===== config.mk =====
export PLATFORM = sky130hd
export DESIGN_NAME = eth_udp_top
export DESIGN_NICKNAME = d
export VERILOG_FILES = /design/src/eth_udp_pkg.sv /design/src/udp_rx_parser.sv /design/src/ip_hdr_checksum.sv /design/src/udp_tx_framer.sv /design/src/eth_fcs_append.sv /design/src/eth_udp_top.sv
export SDC_FILE = /design/constraint.sdc
export NUM_CORES = 1
export LEC_CHECK = 0
export BUFFER_PORTS_ARGS = -buffer_cell sky130_fd_sc_hd__buf_4
export CAP_MARGIN = 20
export CORE_MARGIN = 3
export CORE_UTILIZATION = 35
export CTS_BUF_LIST = sky130_fd_sc_hd__clkbuf_16
export CTS_CLUSTER_SIZE = 28
export DETAILED_ROUTE_END_ITERATION = 10
export GPL_TIMING_DRIVEN = 0
export PLACE_DENSITY = 0.52
export SLEW_MARGIN = 0
export SYNTH_ARGS = -nofsm -noshare
export SYNTH_HDL_FRONTEND = slang
export SYNTH_SLANG_ARGS = --single-unit

===== constraint.sdc =====
create_clock -name clk_200m -period 5.5 [get_ports clk_200m]
set_input_delay 1.1 -clock clk_200m [delete_from_list [all_inputs] [get_ports clk_200m]]
set_output_delay 1.1 -clock clk_200m [all_outputs]
set_load 0.02 [all_outputs]

===== src/eth_udp_pkg.sv =====
package eth_udp_pkg;

    //////////////////////////////////////////////////
    // vector types
    //////////////////////////////////////////////////
    typedef logic [7:0]  byte_t;      // one gmii byte
    typedef logic [47:0] mac_addr_t;
    typedef logic [31:0] ip_addr_t;
    typedef logic [15:0] udp_port_t;
    typedef logic [15:0] len_t;       // byte counts
    typedef logic [15:0] csum_t;      // ones complement sum
    typedef logic [31:0] crc_t;       // fcs register

    //////////////////////////////////////////////////
    // protocol constants
    //////////////////////////////////////////////////
    localparam byte_t PREAMBLE_BYTE = 8'h55;
    localparam byte_t SFD_BYTE      = 8'hD5;

    localparam logic [15:0] ETH_TYPE_IPV4 = 16'h0800;
    localparam byte_t       IP_PROTO_UDP  = 8'd17;
    localparam byte_t       IP_TTL        = 8'd64;

    // dest mac up to end of padding, fcs not counted
    localparam len_t MIN_FRAME_LEN = 16'd60;
    // 14 eth + 20 ip + 8 udp
    localparam len_t HDR_LEN       = 16'd42;

    localparam int IFG_CYCLES = 12;   // idle cycles after each tx frame

endpackage


===== src/udp_rx_parser.sv =====
`timescale 1ns/1ps

module udp_rx_parser #(
    parameter eth_udp_pkg::mac_addr_t LOCAL_MAC  = 48'ha0_b1_c2_d3_e1_e1,
    parameter eth_udp_pkg::ip_addr_t  LOCAL_IP   = 32'hC0_A8_01_0B,
    parameter eth_udp_pkg::udp_port_t LOCAL_PORT = 16'h1F90
)(
    input  logic               clk_200m,
    input  logic               rstn,
    input  logic               gmii_rx_dv,
    input  eth_udp_pkg::byte_t gmii_rxd,
    output logic               udp_rec_data_valid,
    output eth_udp_pkg::byte_t udp_rec_rdata,
    output eth_udp_pkg::len_t  udp_rec_data_length
);
    import eth_udp_pkg::*;

    typedef enum logic [2:0] {
        ST_IDLE,
        ST_PREAMBLE,
        ST_HEADER,
        ST_PAYLOAD,
        ST_DROP
    } rx_state_t;

    rx_state_t   state;
    logic [5:0]  hdr_cnt;      // byte index after the sfd
    len_t        udp_len;      // udp length field as it arrives
    len_t        rem;          // payload bytes still to pass
    byte_t       exp_byte;
    logic        chk;          // this header byte is filtered
    logic        mismatch;
    logic        hdr_ok;       // last header byte, frame accepted

    //////////////////////////////////////////////////
    // expected header bytes
    //////////////////////////////////////////////////
    always_comb
    begin
        chk      = 1'b1;
        exp_byte = '0;
        case (hdr_cnt) inside
            [6'd0:6'd5]:   exp_byte = LOCAL_MAC[8*(6'd5 - hdr_cnt) +: 8];   // dest mac
            [6'd12:6'd13]: exp_byte = ETH_TYPE_IPV4[8*(6'd13 - hdr_cnt) +: 8];
            6'd23:         exp_byte = IP_PROTO_UDP;
            [6'd30:6'd33]: exp_byte = LOCAL_IP[8*(6'd33 - hdr_cnt) +: 8];   // dest ip
            [6'd36:6'd37]: exp_byte = LOCAL_PORT[8*(6'd37 - hdr_cnt) +: 8]; // dest port
            default:       chk = 1'b0;   // src fields, lengths, checksums
        endcase
    end

    assign mismatch = chk && (gmii_rxd != exp_byte);
    // udp_len is complete here, low byte came in at index 39
    assign hdr_ok   = (state == ST_HEADER) && gmii_rx_dv && (hdr_cnt == 6'd41)
                      && !mismatch && (udp_len > 16'd8);

    //////////////////////////////////////////////////
    // frame position fsm
    //////////////////////////////////////////////////
    always_ff @(posedge clk_200m)
    begin
        if (!rstn)
        begin
            state              <= ST_IDLE;
            hdr_cnt            <= '0;
            udp_rec_data_valid <= 1'b0;
        end
        else
        begin
            udp_rec_data_valid <= 1'b0;
            if (!gmii_rx_dv)
                state <= ST_IDLE;      // end of frame, or cut short
            else
            begin
                case (state)
                    ST_IDLE:
                        state <= (gmii_rxd == PREAMBLE_BYTE) ? ST_PREAMBLE : ST_DROP;
                    ST_PREAMBLE:
                    begin
                        hdr_cnt <= '0;
                        if (gmii_rxd == SFD_BYTE)
                            state <= ST_HEADER;
                        else if (gmii_rxd != PREAMBLE_BYTE)
                            state <= ST_DROP;
                    end
                    ST_HEADER:
                    begin
                        hdr_cnt <= hdr_cnt + 6'd1;
                        if (hdr_ok)
                            state <= ST_PAYLOAD;
                        else if (mismatch || hdr_cnt == 6'd41)
                            state <= ST_DROP;   // filter miss or empty datagram
                    end
                    ST_PAYLOAD:
                    begin
                        udp_rec_data_valid <= 1'b1;
                        if (rem == 16'd1)
                            state <= ST_DROP;   // skip pad and fcs
                    end
                    default: ;                  // drop until dv falls
                endcase
            end
        end
    end

    // length capture and payload register
    always_ff @(posedge clk_200m)
    begin
        if (state == ST_HEADER && hdr_cnt == 6'd38)
            udp_len[15:8] <= gmii_rxd;
        if (state == ST_HEADER && hdr_cnt == 6'd39)
            udp_len[7:0] <= gmii_rxd;
        if (hdr_ok)
        begin
            rem                 <= udp_len - 16'd8;
            udp_rec_data_length <= udp_len - 16'd8;   // held until next good frame
        end
        else if (state == ST_PAYLOAD)
            rem <= rem - 16'd1;
        udp_rec_rdata <= gmii_rxd;   // one cycle behind the input
    end

endmodule


===== src/ip_hdr_checksum.sv =====
`timescale 1ns/1ps

module ip_hdr_checksum #(
    parameter eth_udp_pkg::ip_addr_t LOCAL_IP = 32'hC0_A8_01_0B,
    parameter eth_udp_pkg::ip_addr_t DEST_IP  = 32'hC0_A8_01_69
)(
    input  logic              clk_200m,
    input  logic              rstn,
    input  logic              ram_w_end,
    input  eth_udp_pkg::len_t tx_length,
    input  logic              tx_busy,
    output logic              hdr_go,
    output eth_udp_pkg::csum_t hdr_csum,
    output eth_udp_pkg::len_t hdr_len
);
    import eth_udp_pkg::*;

    // header words that do not depend on the request
    // 4500, 4000, ttl/proto and both addresses; id and csum are zero
    localparam logic [19:0] FIXED_SUM = 20'h04500 + 20'h04000
                                      + {4'd0, IP_TTL, IP_PROTO_UDP}
                                      + {4'd0, LOCAL_IP[31:16]} + {4'd0, LOCAL_IP[15:0]}
                                      + {4'd0, DEST_IP[31:16]} + {4'd0, DEST_IP[15:0]};

    logic        accept;
    logic        s1_vld;   // partial sum ready
    logic        s2_vld;   // fold ready
    logic [19:0] sum1;
    logic [16:0] fold;

    // new request only when framer and pipe are both free
    assign accept = ram_w_end && !tx_busy && !(s1_vld || s2_vld || hdr_go);

    always_ff @(posedge clk_200m)
    begin
        if (!rstn)
        begin
            s1_vld <= 1'b0;
            s2_vld <= 1'b0;
            hdr_go <= 1'b0;
        end
        else
        begin
            s1_vld <= accept;
            s2_vld <= s1_vld;
            hdr_go <= s2_vld;   // 3 cycles after ram_w_end
        end
    end

    always_ff @(posedge clk_200m)
    begin
        if (accept)
        begin
            hdr_len <= tx_length;
            sum1    <= FIXED_SUM + {4'd0, tx_length + 16'd28};   // + total length
        end
        if (s1_vld)
            fold <= {1'b0, sum1[15:0]} + {13'd0, sum1[19:16]};    // end-around carry
        if (s2_vld)
            hdr_csum <= ~(fold[15:0] + {15'd0, fold[16]});        // last carry, invert
    end

endmodule


===== src/udp_tx_framer.sv =====
`timescale 1ns/1ps

module udp_tx_framer #(
    parameter eth_udp_pkg::mac_addr_t DEST_MAC   = 48'h00_0a_35_01_fe_c0,
    parameter eth_udp_pkg::mac_addr_t LOCAL_MAC  = 48'ha0_b1_c2_d3_e1_e1,
    parameter eth_udp_pkg::ip_addr_t  LOCAL_IP   = 32'hC0_A8_01_0B,
    parameter eth_udp_pkg::ip_addr_t  DEST_IP    = 32'hC0_A8_01_69,
    parameter eth_udp_pkg::udp_port_t LOCAL_PORT = 16'h1F90,
    parameter eth_udp_pkg::udp_port_t DEST_PORT  = 16'h1F90
)(
    input  logic               clk_200m,
    input  logic               rstn,
    input  logic               hdr_go,
    input  eth_udp_pkg::csum_t hdr_csum,
    input  eth_udp_pkg::len_t  hdr_len,
    input  logic               data_in_vld,
    input  eth_udp_pkg::byte_t rd_data,
    output logic               start_rd,
    output logic               tx_busy,
    output logic               fr_en,
    output eth_udp_pkg::byte_t fr_data,
    output logic               fr_last
);
    import eth_udp_pkg::*;

    localparam int HDR_BYTES   = 8 + int'(HDR_LEN);   // preamble, sfd and headers
    localparam int TAIL_CYCLES = 5 + IFG_CYCLES;      // last byte, fcs, gap

    typedef enum logic [2:0] {
        ST_IDLE,
        ST_HEADER,
        ST_WAIT_DATA,
        ST_PAYLOAD,
        ST_PAD,
        ST_TAIL
    } tx_state_t;

    tx_state_t              state;
    logic [5:0]             idx;        // header byte index
    logic [4:0]             tail_cnt;
    len_t                   pay_rem;    // payload bytes still expected
    len_t                   fr_cnt;     // bytes from dest mac on
    len_t                   ip_len;
    len_t                   udp_len;
    logic [8*HDR_BYTES-1:0] hdr_vec;    // whole header, first byte on top

    assign ip_len  = hdr_len + 16'd28;
    assign udp_len = hdr_len + 16'd8;

    //////////////////////////////////////////////////
    // header image
    //////////////////////////////////////////////////
    assign hdr_vec = {
        {7{PREAMBLE_BYTE}}, SFD_BYTE,
        DEST_MAC, LOCAL_MAC, ETH_TYPE_IPV4,
        8'h45, 8'h00, ip_len, 16'h0000,          // ver/ihl, tos, length, id
        16'h4000, IP_TTL, IP_PROTO_UDP,          // dont fragment
        hdr_csum, LOCAL_IP, DEST_IP,
        LOCAL_PORT, DEST_PORT, udp_len, 16'h0000 // udp csum unused
    };

    //////////////////////////////////////////////////
    // framing fsm
    //////////////////////////////////////////////////
    always_ff @(posedge clk_200m)
    begin
        if (!rstn)
        begin
            state    <= ST_IDLE;
            idx      <= '0;
            tail_cnt <= '0;
            tx_busy  <= 1'b0;
            fr_en    <= 1'b0;
            fr_last  <= 1'b0;
            start_rd <= 1'b0;
        end
        else
        begin
            fr_en    <= 1'b0;
            fr_last  <= 1'b0;
            start_rd <= 1'b0;
            case (state)
                ST_IDLE:
                    if (hdr_go)
                    begin
                        tx_busy <= 1'b1;
                        idx     <= '0;
                        state   <= ST_HEADER;
                    end
                ST_HEADER:
                begin
                    fr_en <= 1'b1;
                    idx   <= idx + 6'd1;
                    if (idx == 6'(HDR_BYTES - 1))
                    begin
                        start_rd <= 1'b1;   // same cycle as last header byte
                        state    <= ST_WAIT_DATA;
                    end
                end
                ST_WAIT_DATA, ST_PAYLOAD:
                    if (data_in_vld)
                    begin
                        fr_en <= 1'b1;
                        state <= ST_PAYLOAD;
                        if (pay_rem == 16'd1)
                        begin
                            if (fr_cnt < MIN_FRAME_LEN - 16'd1)
                                state <= ST_PAD;
                            else
                            begin
                                fr_last  <= 1'b1;
                                tail_cnt <= '0;
                                state    <= ST_TAIL;
                            end
                        end
                    end
                ST_PAD:
                begin
                    fr_en <= 1'b1;
                    if (fr_cnt == MIN_FRAME_LEN - 16'd1)
                    begin
                        fr_last  <= 1'b1;
                        tail_cnt <= '0;
                        state    <= ST_TAIL;
                    end
                end
                default:   // tail, hold busy over fcs and gap
                begin
                    tail_cnt <= tail_cnt + 5'd1;
                    if (tail_cnt == 5'(TAIL_CYCLES - 1))
                    begin
                        tx_busy <= 1'b0;
                        state   <= ST_IDLE;
                    end
                end
            endcase
        end
    end

    // byte path and counters
    always_ff @(posedge clk_200m)
    begin
        case (state)
            ST_IDLE:
                if (hdr_go)
                begin
                    pay_rem <= hdr_len;
                    fr_cnt  <= HDR_LEN;
                end
            ST_HEADER:
                fr_data <= hdr_vec[8*(HDR_BYTES - 1 - int'(idx)) +: 8];
            ST_WAIT_DATA, ST_PAYLOAD:
                if (data_in_vld)
                begin
                    fr_data <= rd_data;   // one cycle behind rd_data
                    pay_rem <= pay_rem - 16'd1;
                    fr_cnt  <= fr_cnt + 16'd1;
                end
            ST_PAD:
            begin
                fr_data <= '0;
                fr_cnt  <= fr_cnt + 16'd1;
            end
            default: ;
        endcase
    end

endmodule


===== src/eth_fcs_append.sv =====
`timescale 1ns/1ps

module eth_fcs_append (
    input  logic               clk_200m,
    input  logic               rstn,
    input  logic               fr_en,
    input  eth_udp_pkg::byte_t fr_data,
    input  logic               fr_last,
    output logic               gmii_tx_en,
    output eth_udp_pkg::byte_t gmii_txd
);
    import eth_udp_pkg::*;

    localparam crc_t CRC_POLY_REV = 32'hEDB88320;   // 04C11DB7 bit reversed

    crc_t       crc;
    logic [3:0] pre_cnt;   // preamble and sfd bytes seen
    logic [2:0] fcs_cnt;   // fcs bytes left to send

    // lsb first crc-32, one byte per call
    function automatic crc_t crc_byte(input crc_t crc_in, input byte_t d);
        crc_t c;
        c = crc_in;
        for (int i = 0; i < 8; i++)
        begin
            if (c[0] ^ d[i])
                c = (c >> 1) ^ CRC_POLY_REV;
            else
                c = c >> 1;
        end
        return c;
    endfunction

    //////////////////////////////////////////////////
    // stream delay and fcs insertion
    //////////////////////////////////////////////////
    always_ff @(posedge clk_200m)
    begin
        if (!rstn)
        begin
            gmii_tx_en <= 1'b0;
            crc        <= '1;
            pre_cnt    <= '0;
            fcs_cnt    <= '0;
        end
        else if (fcs_cnt != 3'd0)
        begin
            gmii_tx_en <= 1'b1;
            gmii_txd   <= ~crc[7:0];              // low byte first
            crc        <= {8'hFF, crc[31:8]};     // ends all ones for next frame
            fcs_cnt    <= fcs_cnt - 3'd1;
        end
        else
        begin
            gmii_tx_en <= fr_en;   // payload gap shows through
            gmii_txd   <= fr_data;
            if (fr_en)
            begin
                if (pre_cnt != 4'd8)
                    pre_cnt <= pre_cnt + 4'd1;   // not in the crc
                else
                    crc <= crc_byte(crc, fr_data);
            end
            if (fr_last)
            begin
                fcs_cnt <= 3'd4;
                pre_cnt <= '0;
            end
        end
    end

endmodule


===== src/eth_udp_top.sv =====
`timescale 1ns/1ps

module eth_udp_top #(
    parameter eth_udp_pkg::mac_addr_t LOCAL_MAC  = 48'ha0_b1_c2_d3_e1_e1,
    parameter eth_udp_pkg::ip_addr_t  LOCAL_IP   = 32'hC0_A8_01_0B,  // 192.168.1.11
    parameter eth_udp_pkg::udp_port_t LOCAL_PORT = 16'h1F90,
    parameter eth_udp_pkg::mac_addr_t DEST_MAC   = 48'h00_0a_35_01_fe_c0,
    parameter eth_udp_pkg::ip_addr_t  DEST_IP    = 32'hC0_A8_01_69,  // 192.168.1.105
    parameter eth_udp_pkg::udp_port_t DEST_PORT  = 16'h1F90
)(
    input  logic               clk_200m,
    input  logic               rstn,
    // gmii receive
    input  logic               gmii_rx_dv,
    input  eth_udp_pkg::byte_t gmii_rxd,
    // transmit request and payload memory
    input  logic               ram_w_end,
    input  eth_udp_pkg::len_t  tx_length,
    input  logic               data_in_vld,
    input  eth_udp_pkg::byte_t rd_data,
    // received payload
    output logic               udp_rec_data_valid,
    output eth_udp_pkg::byte_t udp_rec_rdata,
    output eth_udp_pkg::len_t  udp_rec_data_length,
    output logic               start_rd,
    // gmii transmit
    output logic               gmii_tx_en,
    output eth_udp_pkg::byte_t gmii_txd
);
    import eth_udp_pkg::*;

    logic  tx_busy;     // framer owns the tx path
    logic  hdr_go;      // checksum ready
    csum_t hdr_csum;
    len_t  hdr_len;
    logic  fr_en;       // framed stream, no fcs yet
    byte_t fr_data;
    logic  fr_last;

    //////////////////////////////////////////////////
    // receive path
    //////////////////////////////////////////////////
    udp_rx_parser #(
        .LOCAL_MAC  (LOCAL_MAC),
        .LOCAL_IP   (LOCAL_IP),
        .LOCAL_PORT (LOCAL_PORT)
    ) u_rx_parser (
        .clk_200m            (clk_200m),
        .rstn                (rstn),
        .gmii_rx_dv          (gmii_rx_dv),
        .gmii_rxd            (gmii_rxd),
        .udp_rec_data_valid  (udp_rec_data_valid),
        .udp_rec_rdata       (udp_rec_rdata),
        .udp_rec_data_length (udp_rec_data_length)
    );

    //////////////////////////////////////////////////
    // transmit path
    //////////////////////////////////////////////////
    ip_hdr_checksum #(
        .LOCAL_IP (LOCAL_IP),
        .DEST_IP  (DEST_IP)
    ) u_hdr_csum (
        .clk_200m  (clk_200m),
        .rstn      (rstn),
        .ram_w_end (ram_w_end),
        .tx_length (tx_length),
        .tx_busy   (tx_busy),
        .hdr_go    (hdr_go),
        .hdr_csum  (hdr_csum),
        .hdr_len   (hdr_len)
    );

    udp_tx_framer #(
        .DEST_MAC   (DEST_MAC),
        .LOCAL_MAC  (LOCAL_MAC),
        .LOCAL_IP   (LOCAL_IP),
        .DEST_IP    (DEST_IP),
        .LOCAL_PORT (LOCAL_PORT),   // source port of the tx datagram
        .DEST_PORT  (DEST_PORT)
    ) u_framer (
        .clk_200m    (clk_200m),
        .rstn        (rstn),
        .hdr_go      (hdr_go),
        .hdr_csum    (hdr_csum),
        .hdr_len     (hdr_len),
        .data_in_vld (data_in_vld),
        .rd_data     (rd_data),
        .start_rd    (start_rd),
        .tx_busy     (tx_busy),
        .fr_en       (fr_en),
        .fr_data     (fr_data),
        .fr_last     (fr_last)
    );

    eth_fcs_append u_fcs (
        .clk_200m   (clk_200m),
        .rstn       (rstn),
        .fr_en      (fr_en),
        .fr_data    (fr_data),
        .fr_last    (fr_last),
        .gmii_tx_en (gmii_tx_en),
        .gmii_txd   (gmii_txd)
    );

endmodule


# --- Yosys cells after proc, flatten, opt, wreduce, memory -nomap -nowiden ---
# Index checks and enable logic that the tools add are counted.
totals:
  elab_cells: 275
  output_inout_bits: 35
  register_bits: 244
classes:
  eq_ne: 31
  n_addsub: 20
  shifts: 5
  muxes: 101
  n_reduce_logical: 54
  n_lt_le_gt_ge: 10
  n_bitwise: 23
op_table:
  columns: ["operator", "count"]
  rows:
  - ["32-bit two-way mux", 36]
  - ["400-bit by 32-bit indexed part select with 8-bit output", 1]
  - ["13-bit NOT with 14-bit output", 8]
  - ["16-bit two-way mux", 6]
  - ["24-bit two-way mux", 3]
  - ["16-bit by 33-bit indexed part select with 8-bit output (first input constant)", 2]
  - ["8-bit two-way mux", 7]
  - ["16-bit one-hot mux with 3 select lines", 1]
  - ["48-bit by 33-bit indexed part select with 8-bit output (first input constant)", 1]
  - ["3-bit two-way mux", 14]
  - ["32-bit by 33-bit indexed part select with 8-bit output (first input constant)", 1]
  - ["16-bit by 5-bit adder with 16-bit output (second input constant)", 2]
  - ["16-bit by 1-bit equality test with 1-bit output (second input constant)", 2]
  - ["16-bit one-hot mux with 2 select lines", 1]
  - ["16-bit by 1-bit subtractor with 16-bit output (second input constant)", 2]
  - ["6-bit equality test (second input constant)", 4]
  - ["3-bit one-hot mux with 4 select lines", 2]
  - ["6-bit one-hot mux with 2 select lines", 2]
  - ["8-bit one-hot mux with 3 select lines", 1]
  - ["6-bit by 6-bit subtractor with 7-bit output (first input constant)", 3]
  - ["5-bit two-way mux", 4]
  - ["18-bit by 16-bit adder with 19-bit output (first input constant)", 1]
  - ["2-bit nonzero test", 9]
  - ["16-bit by 4-bit adder with 17-bit output", 1]
  - ["56 further kinds", 130]

# --- Longest topological paths before layout ---
# Gate-level depths: netlist of the first run.
logic_depth:
  ltp_word: 47
  mapped_depth: 12
  ltp_nobuf: 10

# --- Hierarchy ---
# A second synthesis of the first run with hierarchy kept.
hier_totals:
  hier_cells: 1546
  area_unflattened_um2: 14727.9
by_module_without_submodules:
  columns: ["mod", "cells_each", "area_per_inst_um2", "instances"]
  rows:
  - ["udp_tx_framer", 600, 4907.2, 1]
  - ["udp_rx_parser", 345, 3588.4, 1]
  - ["ip_hdr_checksum", 287, 3485.8, 1]
  - ["eth_fcs_append", 314, 2746.4, 1]

# --- Worst setup path after synthesis of the first run ---
# Ideal clock, no wire load.
synth_timing:
  path_kind: "input to register"
  startpoint: "input ram_w_end"
  endpoint: "register u_hdr_csum.hdr_len[0], enable pin"
  setup_slack_ns: 0.646
  path_buffers: 0
  arrival_time_ns: 4.346
  stages: 2
  cell_sequence: "nand2b_1 > nor4_1"
synth_between:
  elab_chain_cells: 2
synth_rtl:
  columns: ["item", "line_no", "text"]
  rows:
  - ["start, declared", "eth_udp_top.sv:17", "input logic ram_w_end,"]
  - ["1-bit logical AND (2 in series)", "ip_hdr_checksum.sv:32", "assign accept = ram_w_end && !tx_busy && !(s1_vld || s2_vld || hdr_go);"]
  - ["named net u_hdr_csum.accept", "ip_hdr_checksum.sv:25", "logic accept;"]
  - ["end signal, assigned", "ip_hdr_checksum.sv:54", "hdr_len <= tx_length;"]
  - ["end, declared", "ip_hdr_checksum.sv:14", "output eth_udp_pkg::len_t hdr_len"]
# The timed path passes the listed nets, and every way through them passes these cells.
# A chain may end at the register's enable or synchronous reset.

# --- Worst setup path after layout of the first run ---
layout_timing:
  startpoint: "register u_rx_parser.hdr_cnt[1]"
  endpoint: "register u_rx_parser.state[2]"
layout_between:
  elab_chain_cells: 14
  elab_cells_between_ends: 43
layout_rtl:
  columns: ["item", "line_no", "text"]
  rows:
  - ["start, declared", "udp_rx_parser.sv:27", "logic [5:0] hdr_cnt;"]
  - ["start signal, assigned", "udp_rx_parser.sv:88", "hdr_cnt <= hdr_cnt + 6'd1;"]
  - ["6-bit by 6-bit subtractor with 7-bit output (tied with other cells)", "udp_rx_parser.sv:47", "[6'd36:6'd37]: exp_byte = LOCAL_PORT[8*(6'd37 - hdr_cnt) +: 8];"]
  - ["16-bit by 33-bit indexed part select with 8-bit output or 1-bit logical AND (tied branches)", null, null]
  - ["8-bit two-way mux (5 in series)", "udp_rx_parser.sv:42", "case (hdr_cnt) inside"]
  - ["8-bit != test", "udp_rx_parser.sv:52", "assign mismatch = chk && (gmii_rxd != exp_byte);"]
  - ["1-bit logical AND", "udp_rx_parser.sv:52", null]
  - ["1-bit logical NOT", "udp_rx_parser.sv:55", "&& !mismatch && (udp_len > 16'd8);"]
  - ["1-bit logical AND (2 in series)", "udp_rx_parser.sv:55", null]
  - ["3-bit by 2-bit != test with 1-bit output (no line) or 3-bit two-way mux (tied branches)", null, null]
  - ["4-bit AND reduction (no line) or 3-bit one-hot mux with 4 select lines (tied branches)", null, null]
  - ["end signal, assigned", "udp_rx_parser.sv:77", "state <= (gmii_rxd == PREAMBLE_BYTE) ? ST_PREAMBLE : ST_DROP;"]
  - ["end, declared", "udp_rx_parser.sv:26", "rx_state_t state;"]
# Parallel ways exist; a longest one is shown, timed or not.

==> impl_metrics.ini, run 1 <==
[finish]
fin_nets = 1665
insertedDiodeCount = 0
postLayoutCellArea_mm2 = 0.01605
nFillCells = 3875
area_growth_pct = 15.27
final_cells = 2134
multiInputGateArea_mm2 = 0.007025
drive_gt1_share_pct = 10.33
regArea_mm2 = 0.006446

[die]
dieArea_mm2 = 0.04220
core_mm2 = 0.03901
initial_core_util_pct = 35.68
die_h_um = 205.4
io_pins = 72
die_w_um = 205.4
placement_rows = 72

[pwr]
finalPower_mw = 6.629
pwr_density_cell_mw_per_mm2 = 413.1
ir_drop_v = 0.0002521
leakage_nw = 5.643

[clock_tree]
post-cts-setup-buffers = 0
clk_pin_slew_worst_paths_ns = 0.06
cts_tree = done
cts_made_buffers = 29
htreeDepth = 1
cts.sinks = 241
root_buffer = clkbuf_16
cts.path.max_buffers = 3
cts_resized = 0
ctsHoldBuffers = 0
clkLatencyLatePin_ns = 0.58

[global_routing]
antenna_found_initial = 0
track_usage_pct = 17.65
grt_pass1_wl_um = 60160
first_global_vias = 11120
overflow = 0
grt_start_max_net_pins = 26

[critical_path]
critPathArrivalTime_ns = 4.27
regToRegSetupSlack_ns = 1.69
timing.rr.end = u_rx_parser.state[2]
endpoint_kind = flop
worstPathMaxFanout = 10
reg2reg_depth = 11
worstPathRequired_ns = 5.96
worstReg2RegStart = u_rx_parser.hdr_cnt[1]
path_class = reg -> reg
cp-start-kind = flop

[drt]
first_pass_iters = 6
via_per_inst = 5.358
wire_per_inst_um = 17.57
ant_nets = 0
vias = 11430
drc = 0
wl_um = 37490
drt_iter0_drc = 846

[outcome]
status = finished, final reports clean

[synthesis]
synth.yosys.seq_area_share_pct = 46.31
syn_area_mm2 = 0.01392
async_flop_share_pct = 0
synth-seq-cells = 241
synth-edff-count = 162
synth_nets = 1558
yosys_most_used_dff = edfxtp_1
yosysWarnings = 0
syn_inst = 1487
ys_types = 81
synth_area_per_cell_um2 = 9.361

[sta]
slew_violations = 0
slew_headroom_pct = 34.27
finalWorstSetupSlack_ns = 1.695
fin_crit_sh_pct = 69.19
setup_viol = 0
rsz0062_at_grt = false
finalHoldViolCount = 0
fmax_ghz = 0.2628
worst_hold_slack_ns = 0.4761
skew_ns = 0.02019
layout_min_cycle_time_ns = 3.805
worst_pin_slew_ns = 0.9801

[hold_path]
hold_path_end = u_framer.tail_cnt[4]
hold_depth = 1
hp-class = reg -> reg
hp-start = u_framer.tail_cnt[4]

[placed_design]
port_buffers = 70
dpl.cell_count = 2081
gp_congestion = 0.9250
dp_hpwl_um = 27210
placed_area_mm2 = 0.01515
post-place-ws_ns = 1.744

[job]
maxCapViolations = 0
[cell families (layout without fill, tap and decap cells)]
family | count (synthesis) | in the layout | share of synthesized area, %
buffers and inverters | 119 | 248 | 3.317
AND/OR/NAND/NOR | 554 | 554 | 18.98
XOR/XNOR | 173 | 173 | 11.32
flip-flops | 241 | 241 | 46.31
multiplexers | 13 | 13 | 0.9708
adder cells (fa/ha/maj) | 34 | 34 | 3.056
AO/OA/AOI/OAI | 353 | 353 | 16.05
[report_power, final]
group / switching (mW) / internal (mW)
sequential: 0.195 / 2.25
combinational: 1.53 / 0.844
clock: 0.796 / 1.01
total: 2.52 / 4.11
[layout make-up]
type | instances | share of cell area (%)
repair buffers | 76 | 3.548
multi-input cells | 1127 | 43.79
flip-flops and latches | 241 | 40.17
clock inverters | 24 | 1.053
well taps | 518 | 4.039
plain buffers | 72 | 1.778
inverters | 47 | 1.099
clock buffers | 29 | 4.523
[worst max-delay path, stage by stage, from the launching register on]
cell     delay, ns
dfxtp_1       0.50
buf_1         0.43
inv_1         0.26
ha_1          0.36
nor3b_1       0.52
nor4b_1       0.43
xor2_1        0.11
nor4_1        0.31
nand4_1       0.18
nor4_2        0.29
nor4_2        0.10
a32o_1        0.21
[cells in the mapped netlist (6+ instances only)]
cell type  number  share of area [%]
a211oi_1       10               0.54
mux2i_1         9               0.65
nand4_1        21               0.94
and2_1         12               0.54
nor2_1        150                4.0
clkbuf_1       57                1.5
o22ai_1        19               0.85
o31ai_1         6               0.32
xor2_1         61                3.8
nor4_1         20               0.90
nand2b_1       12               0.54
buf_2           6               0.22
nand3_1        49                1.8
o21ai_0       117                4.2
nand2_1       172                4.6
xnor2_2         8               0.93
buf_1           8               0.22
ha_1           34                3.1
nor3_1         38                1.4
or3_1          13               0.58
a21o_1          6               0.32
a31oi_1        26                1.2
a21oi_1        73                2.6
xnor2_1       104                6.5
and3_1         13               0.58
dfxtp_1        79                 11
o211ai_1       19                1.0
inv_1          46                1.2
nor2b_1        18               0.81
a221oi_1        6               0.38
edfxtp_1      162                 35
[metrics by stage]
| step | utilization, % | setup TNS [ns] |
|---|---|---|
| after CTS | 41.13 | 0 |
| after detailed placement | 38.84 | 0 |
| final | 41.13 | 0 |
| after floorplan | - | 0 |
| after global routing | 41.13 | 0 |
| after global placement | 38.69 | -31.63 |
[worst max-delay path by stage]
stage | slack [ns] | startpoint | endpoint
global route | 1.36 | u_rx_parser.hdr_cnt[1] | u_rx_parser.state[2]
CTS | 1.72 | u_rx_parser.hdr_cnt[1] | u_rx_parser.state[2]
detailed placement | 1.74 | u_rx_parser.hdr_cnt[1] | u_rx_parser.state[2]
global placement | -0.93 | ram_w_end | u_hdr_csum.sum1[13]
floorplan | 0.65 | ram_w_end | u_hdr_csum.hdr_len[0]
finish | 1.69 | u_rx_parser.hdr_cnt[1] | u_rx_parser.state[2]
[per-layer routing]
layer | share of wire, % | routed length (um) | GRT usage [%] | vias up
li1 | - | - | - | 5627
met1 | 46 | 17260 | 23.88 | 5440
met2 | 46 | 17260 | 28.92 | 301
met3 | 5.2 | 1952 | 2.816 | 66
met4 | 2.7 | 1009 | 5.785 | 0
met5 | 0 | 0 | 0 | -
[cell usage in the layout, fill, tap and decap left out, types with 18 or more instances in the layout]
cell type,instances
o22ai_1,19
inv_1,48
nor3_1,38
a21oi_1,72
xnor2_1,104
clkbuf_16,29
nand2_1,172
nor4_1,19
clkbuf_1,57
nor2_1,150
a31oi_1,26
o21ai_0,116
nand4_1,21
o211ai_1,19
buf_4,73
nor2b_1,18
ha_1,34
dfxtp_1,79
edfxtp_1,162
nand3_1,49
xor2_1,61
[state kept, by name, indices dropped and copies added, names as in the netlist, 4 cells and up]
register / cells
u_fcs.crc: 32
u_hdr_csum.fold: 17
u_hdr_csum.sum1: 17
u_framer.fr_cnt: 16
u_framer.pay_rem: 16
u_hdr_csum.hdr_csum: 16
u_hdr_csum.hdr_len: 16
u_rx_parser.rem: 16
u_rx_parser.udp_len: 16
u_rx_parser.udp_rec_data_length: 16
u_fcs.gmii_txd: 8
u_framer.fr_data: 8
u_rx_parser.udp_rec_rdata: 8
u_framer.idx: 6
u_rx_parser.hdr_cnt: 6
u_framer.tail_cnt: 5
u_fcs.pre_cnt: 4
(Power assumes the default switching activity.)
==> run 2: changes to the inputs <==
- ABC_AREA: default -> 1
- clock period: 5.5 -> 3.6 ns (I/O delays scaled with it)
==> run 2 against run 1 <==
Compared with the run above:
- flip-flop and latch count unchanged
- worst setup slack got worse by 1.2 ns
- critical path type unchanged
- sequential power increased by 64%
- area after synthesis did not move
- final cell count rose by 7.3%
- sequential share of layout area decreased by 0.12 points
- count of clock-buffer cells in the layout unchanged
- register-to-register slack worse by 1.2 ns
- clock power up 54%
- die area did not move
- cell area up 0.31%
==> impl_metrics.ini, run 2 <==
[hold_path]
hp-class = in -> reg
hp-start = gmii_rxd[0]

[global_routing]
track_usage_pct = 16.46
grt_pass1_wl_um = 56340
overflow = 0
first_global_vias = 10820
antenna_found_initial = 0
grt_start_max_net_pins = 21

[sta]
layout_min_cycle_time_ns = 3.095
skew_ns = 0.01039
slew_headroom_pct = 37.45
fmax_ghz = 0.3231
fin_crit_sh_pct = 85.98
worst_pin_slew_ns = 0.9305
finalHoldViolCount = 0
rsz0062_at_grt = false
slew_violations = 0
setup_viol = 0
setup_tns_ns = 0

[die]
die_w_um = 205.4
placement_rows = 72
io_pins = 72
core_mm2 = 0.03901
die_h_um = 205.4
dieArea_mm2 = 0.04220
initial_core_util_pct = 35.68

[critical_path]
cp_top_family = buffers and inverters
worst_path_largest_cell_delay_ns = 0.52
worst-path-buf-inv = 3
worstPathRequired_ns = 3.92
worstPathMaxFanout = 10
path_class = reg -> reg
crit_chain = inv_1 -> clkbuf_1 -> ha_1 -> clkbuf_1 -> nor2_1 -> a21oi_1 -> a21oi_1 -> o21ai_0 -> o21ai_0 -> nand2_1 -> a22o_1
worstReg2RegStart = u_framer.idx[1]
crit_slowest_cell = nor2_1
startpoint = u_framer.idx[1]
cp-start-kind = flop
critPathArrivalTime_ns = 3.41
endpoint_kind = flop

[finish]
area_growth_pct = 15.63
layout_common_cells = nand2_1, inv_1, edfxtp_1, nor2_1, o21ai_0
largest_register = u_fcs.crc
final_common_cell = nand2_1
largest_reg_flops = 32
nFillCells = 3921
fin_nets = 1822
drive_gt1_share_pct = 11.29
post-route-util_pct = 41.26
top_regs = u_fcs.crc: 32 flops, u_hdr_csum.fold: 17 flops, u_hdr_csum.sum1: 17 flops
insertedDiodeCount = 0

[synthesis]
syn_inst = 1645
synth.top_cells.by_count = nand2_1, inv_1, edfxtp_1, nor2_1, o21ai_0
ys_types = 61
synth_nets = 1716
synth_top_cell_by_area = edfxtp_1
yosys_most_used_dff = edfxtp_1
synth_most_common_cell = nand2_1
synth.yosys.seq_area_share_pct = 46.31
async_flop_share_pct = 0
syn_area_mm2 = 0.01392
synthTopCellsByArea = edfxtp_1, dfxtp_1, nand2_1
synth-edff-count = 162
yosysWarnings = 0
synth_top_area_share_pct = 34.95
synth-seq-cells = 241
synth_area_per_cell_um2 = 8.462

[clock_tree]
cts_tree = done
cts.sinks = 241
cts_resized = 0
root_buffer = clkbuf_16
clk_pin_slew_worst_paths_ns = 0.06
clkLatencyLatePin_ns = 0.56
ctsHoldBuffers = 0
cts_made_buffers = 28
post-cts-setup-buffers = 0
cts.path.max_buffers = 3
htreeDepth = 1

[outcome]
status = finished, final reports clean

[drt]
drt_iter0_drc = 599
vias = 11130
ant_nets = 0
via_per_inst = 4.861
wl_um = 34600
drc = 0
wire_per_inst_um = 15.12
first_pass_iters = 5

[pwr]
leakage_nw = 6.564
ir_drop_v = 0.0004203
pwr_density_cell_mw_per_mm2 = 732.9
finalPower_mw = 11.80

[placed_design]
dp_hpwl_um = 26180
gp_congestion = 0.9201
port_buffers = 71

[job]
maxCapViolations = 0
## run 2: cell count changes after synthesis, sizes merged, moves of 13 or more
cell    previous run  this run
a31oi             27        14
inv               47       204
clkbuf            57        25
nor2             150       168
xor2              61        98
xnor2            112        46
or2                5        18
and2              13         0
nand2            173       328
nor2b             18         0
nand3             49       110
o22ai             19         3
nor4              24         6
## run 2: kinds of logic (layout without fill, tap and decap cells)
logic type      Yosys count  in the layout  share of synthesized area, %
xor+xnor                144            144                         10.06
flops                   241            241                         46.31
simple gates            701            701                         22.14
buf+inv                 246            372                         7.056
fa+ha+maj                34             34                         3.056
compound gates          279            279                         11.38
## run 2: layout make-up
| class | instances | area [um2] | share of cell area [%] |
|---|---|---|---|
| multi-input combinational | 1158 | 6513 | 40.46 |
| sequential | 241 | 6446 | 40.05 |
| inverter | 209 | 787.0 | 4.890 |
| clock buffer | 29 | 725.7 | 4.509 |
| tap | 518 | 648.1 | 4.027 |
| timing repair buffer | 76 | 605.6 | 3.762 |
| buffer | 37 | 195.2 | 1.213 |
| clock inverter | 21 | 175.2 | 1.088 |
## run 2: final timing paths
kind                                                endpoint  slack (ns)  depth (start not counted)
worst min-delay path            u_rx_parser.udp_rec_rdata[0]        0.30                          1
worst min register to register              u_framer.tx_busy        0.47                          2
worst max register to register           u_framer.fr_data[6]        0.50                         11
worst max-delay path                     u_framer.fr_data[6]        0.50                         11
## run 2: per-layer routing
| layer | up-vias | wire (um) | track usage (%) | part of all wire [%] |
|---|---|---|---|---|
| li1 | 5732 | - | - | - |
| met1 | 5121 | 16560 | 22.83 | 48 |
| met2 | 221 | 15560 | 26.86 | 45 |
| met3 | 53 | 1632 | 2.452 | 4.7 |
| met4 | 0 | 852 | 4.564 | 2.5 |
| met5 | - | 0 | 0 | 0 |
## run 2: per-stage QoR
| stage | area [um2] | hold WS [ns] | instances | setup slack (ns) |
|---|---|---|---|---|
| after floorplan | 13920 | 0.4399 | 1645 | 1.002 |
| after global placement | 15110 | 0.4624 | 2234 | 0.2496 |
| after detailed placement | 15180 | 0.4690 | 2237 | 0.5393 |
| after CTS | 16080 | 0.2755 | 2287 | 0.5222 |
| after global routing | 16100 | 0.2784 | 2289 | 0.2415 |
| final | 16100 | 0.3018 | 2289 | 0.5049 |
## run 2: worst register-to-register path, cell delays in order (launching register included)
cell and delay, ns:
dfxtp_1 0.33, inv_1 0.12, clkbuf_1 0.45, ha_1 0.33, clkbuf_1 0.24, nor2_1 0.52
a21oi_1 0.14, a21oi_1 0.15, o21ai_0 0.10, o21ai_0 0.19, nand2_1 0.09, a22o_1 0.19
## run 2: power by group
| group | switching (mW) | leakage [nW] | internal [mW] |
|---|---|---|---|
| sequential | 0.385 | 2.17 | 3.65 |
| combinational | 3.17 | 3.92 | 1.82 |
| clock | 1.12 | 0.469 | 1.66 |
==> run 3: changes to the inputs <==
- RECOVER_POWER: default -> 100
- TNS_END_PERCENT: default -> 50
==> run 3 against run 2 <==
Compared with the run above:
- first-iteration DRC count rose by 4.0%
- sequential share of layout area grew 1.0 points
- the flow now finishes with violations (capacitance limit, slew limit)
- sequential power about the same
- largest power group unchanged
- routed wire length up 0.23%
- total power decreased by 2.5%
- fmax down 1.1%
- critical endpoint is now u_rx_parser.rem[1]
- final cell count unchanged
==> impl_metrics.ini, run 3 (same netlist as run 2, synthesis figures left out) <==
[clock_tree]
cts.sinks = 241
cts_tree = done
root_buffer = clkbuf_16
cts_resized = 0
htreeDepth = 1
cts.path.max_buffers = 3
clkLatencyLatePin_ns = 0.56
clk_pin_slew_worst_paths_ns = 0.06
ctsHoldBuffers = 0
post-cts-setup-buffers = 0
cts_made_buffers = 28

[job]
maxCapViolations = 1

[sta]
skew_ns = 0.007988
finalWorstSetupSlack_ns = 0.4708
layout_min_cycle_time_ns = 3.129
slew_headroom_pct = -5.426
setup_viol = 0
fin_crit_sh_pct = 86.92
finalHoldViolCount = 0
setup_tns_ns = 0
worst_pin_slew_ns = 1.567
rsz0062_at_grt = false
fmax_ghz = 0.3196
slew_violations = 9

[hold_path]
hp-class = in -> reg

[die]
die_w_um = 205.4
placement_rows = 72
core_mm2 = 0.03901
die_h_um = 205.4
io_pins = 72
dieArea_mm2 = 0.04220
initial_core_util_pct = 35.68

[critical_path]
worstPathMaxFanout = 15
endpoint_kind = flop
path_class = reg -> reg
critPathArrivalTime_ns = 3.43
worstPathRequired_ns = 3.90
cp-start-kind = flop

[finish]
insertedDiodeCount = 0
post-route-util_pct = 40.24
top_regs = u_fcs.crc: 32 flops, u_hdr_csum.fold: 17 flops, u_hdr_csum.sum1: 17 flops
layout_common_cells = nand2_1, inv_1, edfxtp_1, nor2_1, o21ai_0
largest_register = u_fcs.crc
fin_nets = 1822
nFillCells = 4006
largest_reg_flops = 32
area_growth_pct = 12.76
drive_gt1_share_pct = 6.437
final_common_cell = nand2_1

[outcome]
status = finished with violations
violations = capacitance limit, slew limit

[placed_design]
port_buffers = 71
post-place-ws_ns = 0.5393
gp_congestion = 0.9201
dp_hpwl_um = 26180

[drt]
drc = 0
first_pass_iters = 5
via_per_inst = 4.844
drt_iter0_drc = 623
vias = 11090
wl_um = 34680
wire_per_inst_um = 15.15
ant_nets = 0

[global_routing]
grt_pass1_wl_um = 56340
track_usage_pct = 16.46
grt_start_max_net_pins = 21
first_global_vias = 10820
overflow = 0
antenna_found_initial = 0

[pwr]
pwr_density_cell_mw_per_mm2 = 732.5
leakage_nw = 6.261
ir_drop_v = 0.0003684
[run 3: worst max-delay path, stage by stage, from the launching register on]
cell      delay, ns
dfxtp_1        0.35
clkbuf_1       0.23
inv_1          0.34
ha_1           0.21
nand4_1        0.11
nor3_1         0.26
nand2_1        0.17
inv_1          0.23
clkbuf_1       0.42
clkbuf_2       0.42
o21ai_0        0.12
[run 3: path summary, 6_finish.rpt]
path / start / to / slack, ns / cells after the start
setup reg to reg: u_rx_parser.hdr_cnt[1] / u_rx_parser.rem[1] / 0.47 / 10
hold / removal: gmii_rxd[0] / u_rx_parser.udp_rec_rdata[0] / 0.38 / 1
hold reg to reg: u_framer.tx_busy / u_framer.tx_busy / 0.47 / 2
setup / recovery: u_rx_parser.hdr_cnt[1] / u_rx_parser.rem[1] / 0.47 / 10
[run 3: report_power, final]
group          total, mW  switching (mW)  internal (mW)  leakage [nW]
clock network       2.78            1.12           1.66         0.469
registers           4.02           0.374           3.65          2.17
logic               4.70            3.10           1.60          3.62
total               11.5            4.59           6.90          6.26
[run 3: area by class of cell]
class | count | area (um2) | share of cell area (%)
multi-input combinational | 1158 | 6421 | 40.91
buffer | 37 | 165.2 | 1.052
clock buffer | 29 | 725.7 | 4.623
timing repair buffer | 76 | 327.8 | 2.088
sequential | 241 | 6446 | 41.07
clock inverter | 21 | 175.2 | 1.116
inverter | 209 | 787.0 | 5.014
tap | 518 | 648.1 | 4.129
[run 3: through the flow]
stage | power, mW | hold slack (ns) | std cells | instance area, um2
2_1_floorplan | 7.746 | 0.4399 | 1645 | 13920
3_3_place_gp | 8.977 | 0.4624 | 2234 | 15110
3_5_place_dp | 9.047 | 0.4690 | 2237 | 15180
4_1_cts | 11.90 | 0.2755 | 2287 | 16080
5_1_grt | 12.34 | 0.3787 | 2289 | 15700
6_report | 11.50 | 0.3811 | 2289 | 15700
[run 3: per-layer routing]
layer | GRT usage (%) | up-vias | part of all wire (%)
met4 | 4.564 | 0 | 2.4
met1 | 22.83 | 5103 | 49
met2 | 26.86 | 215 | 45
met5 | 0 | - | 0
met3 | 2.452 | 51 | 4.3
li1 | - | 5718 | -
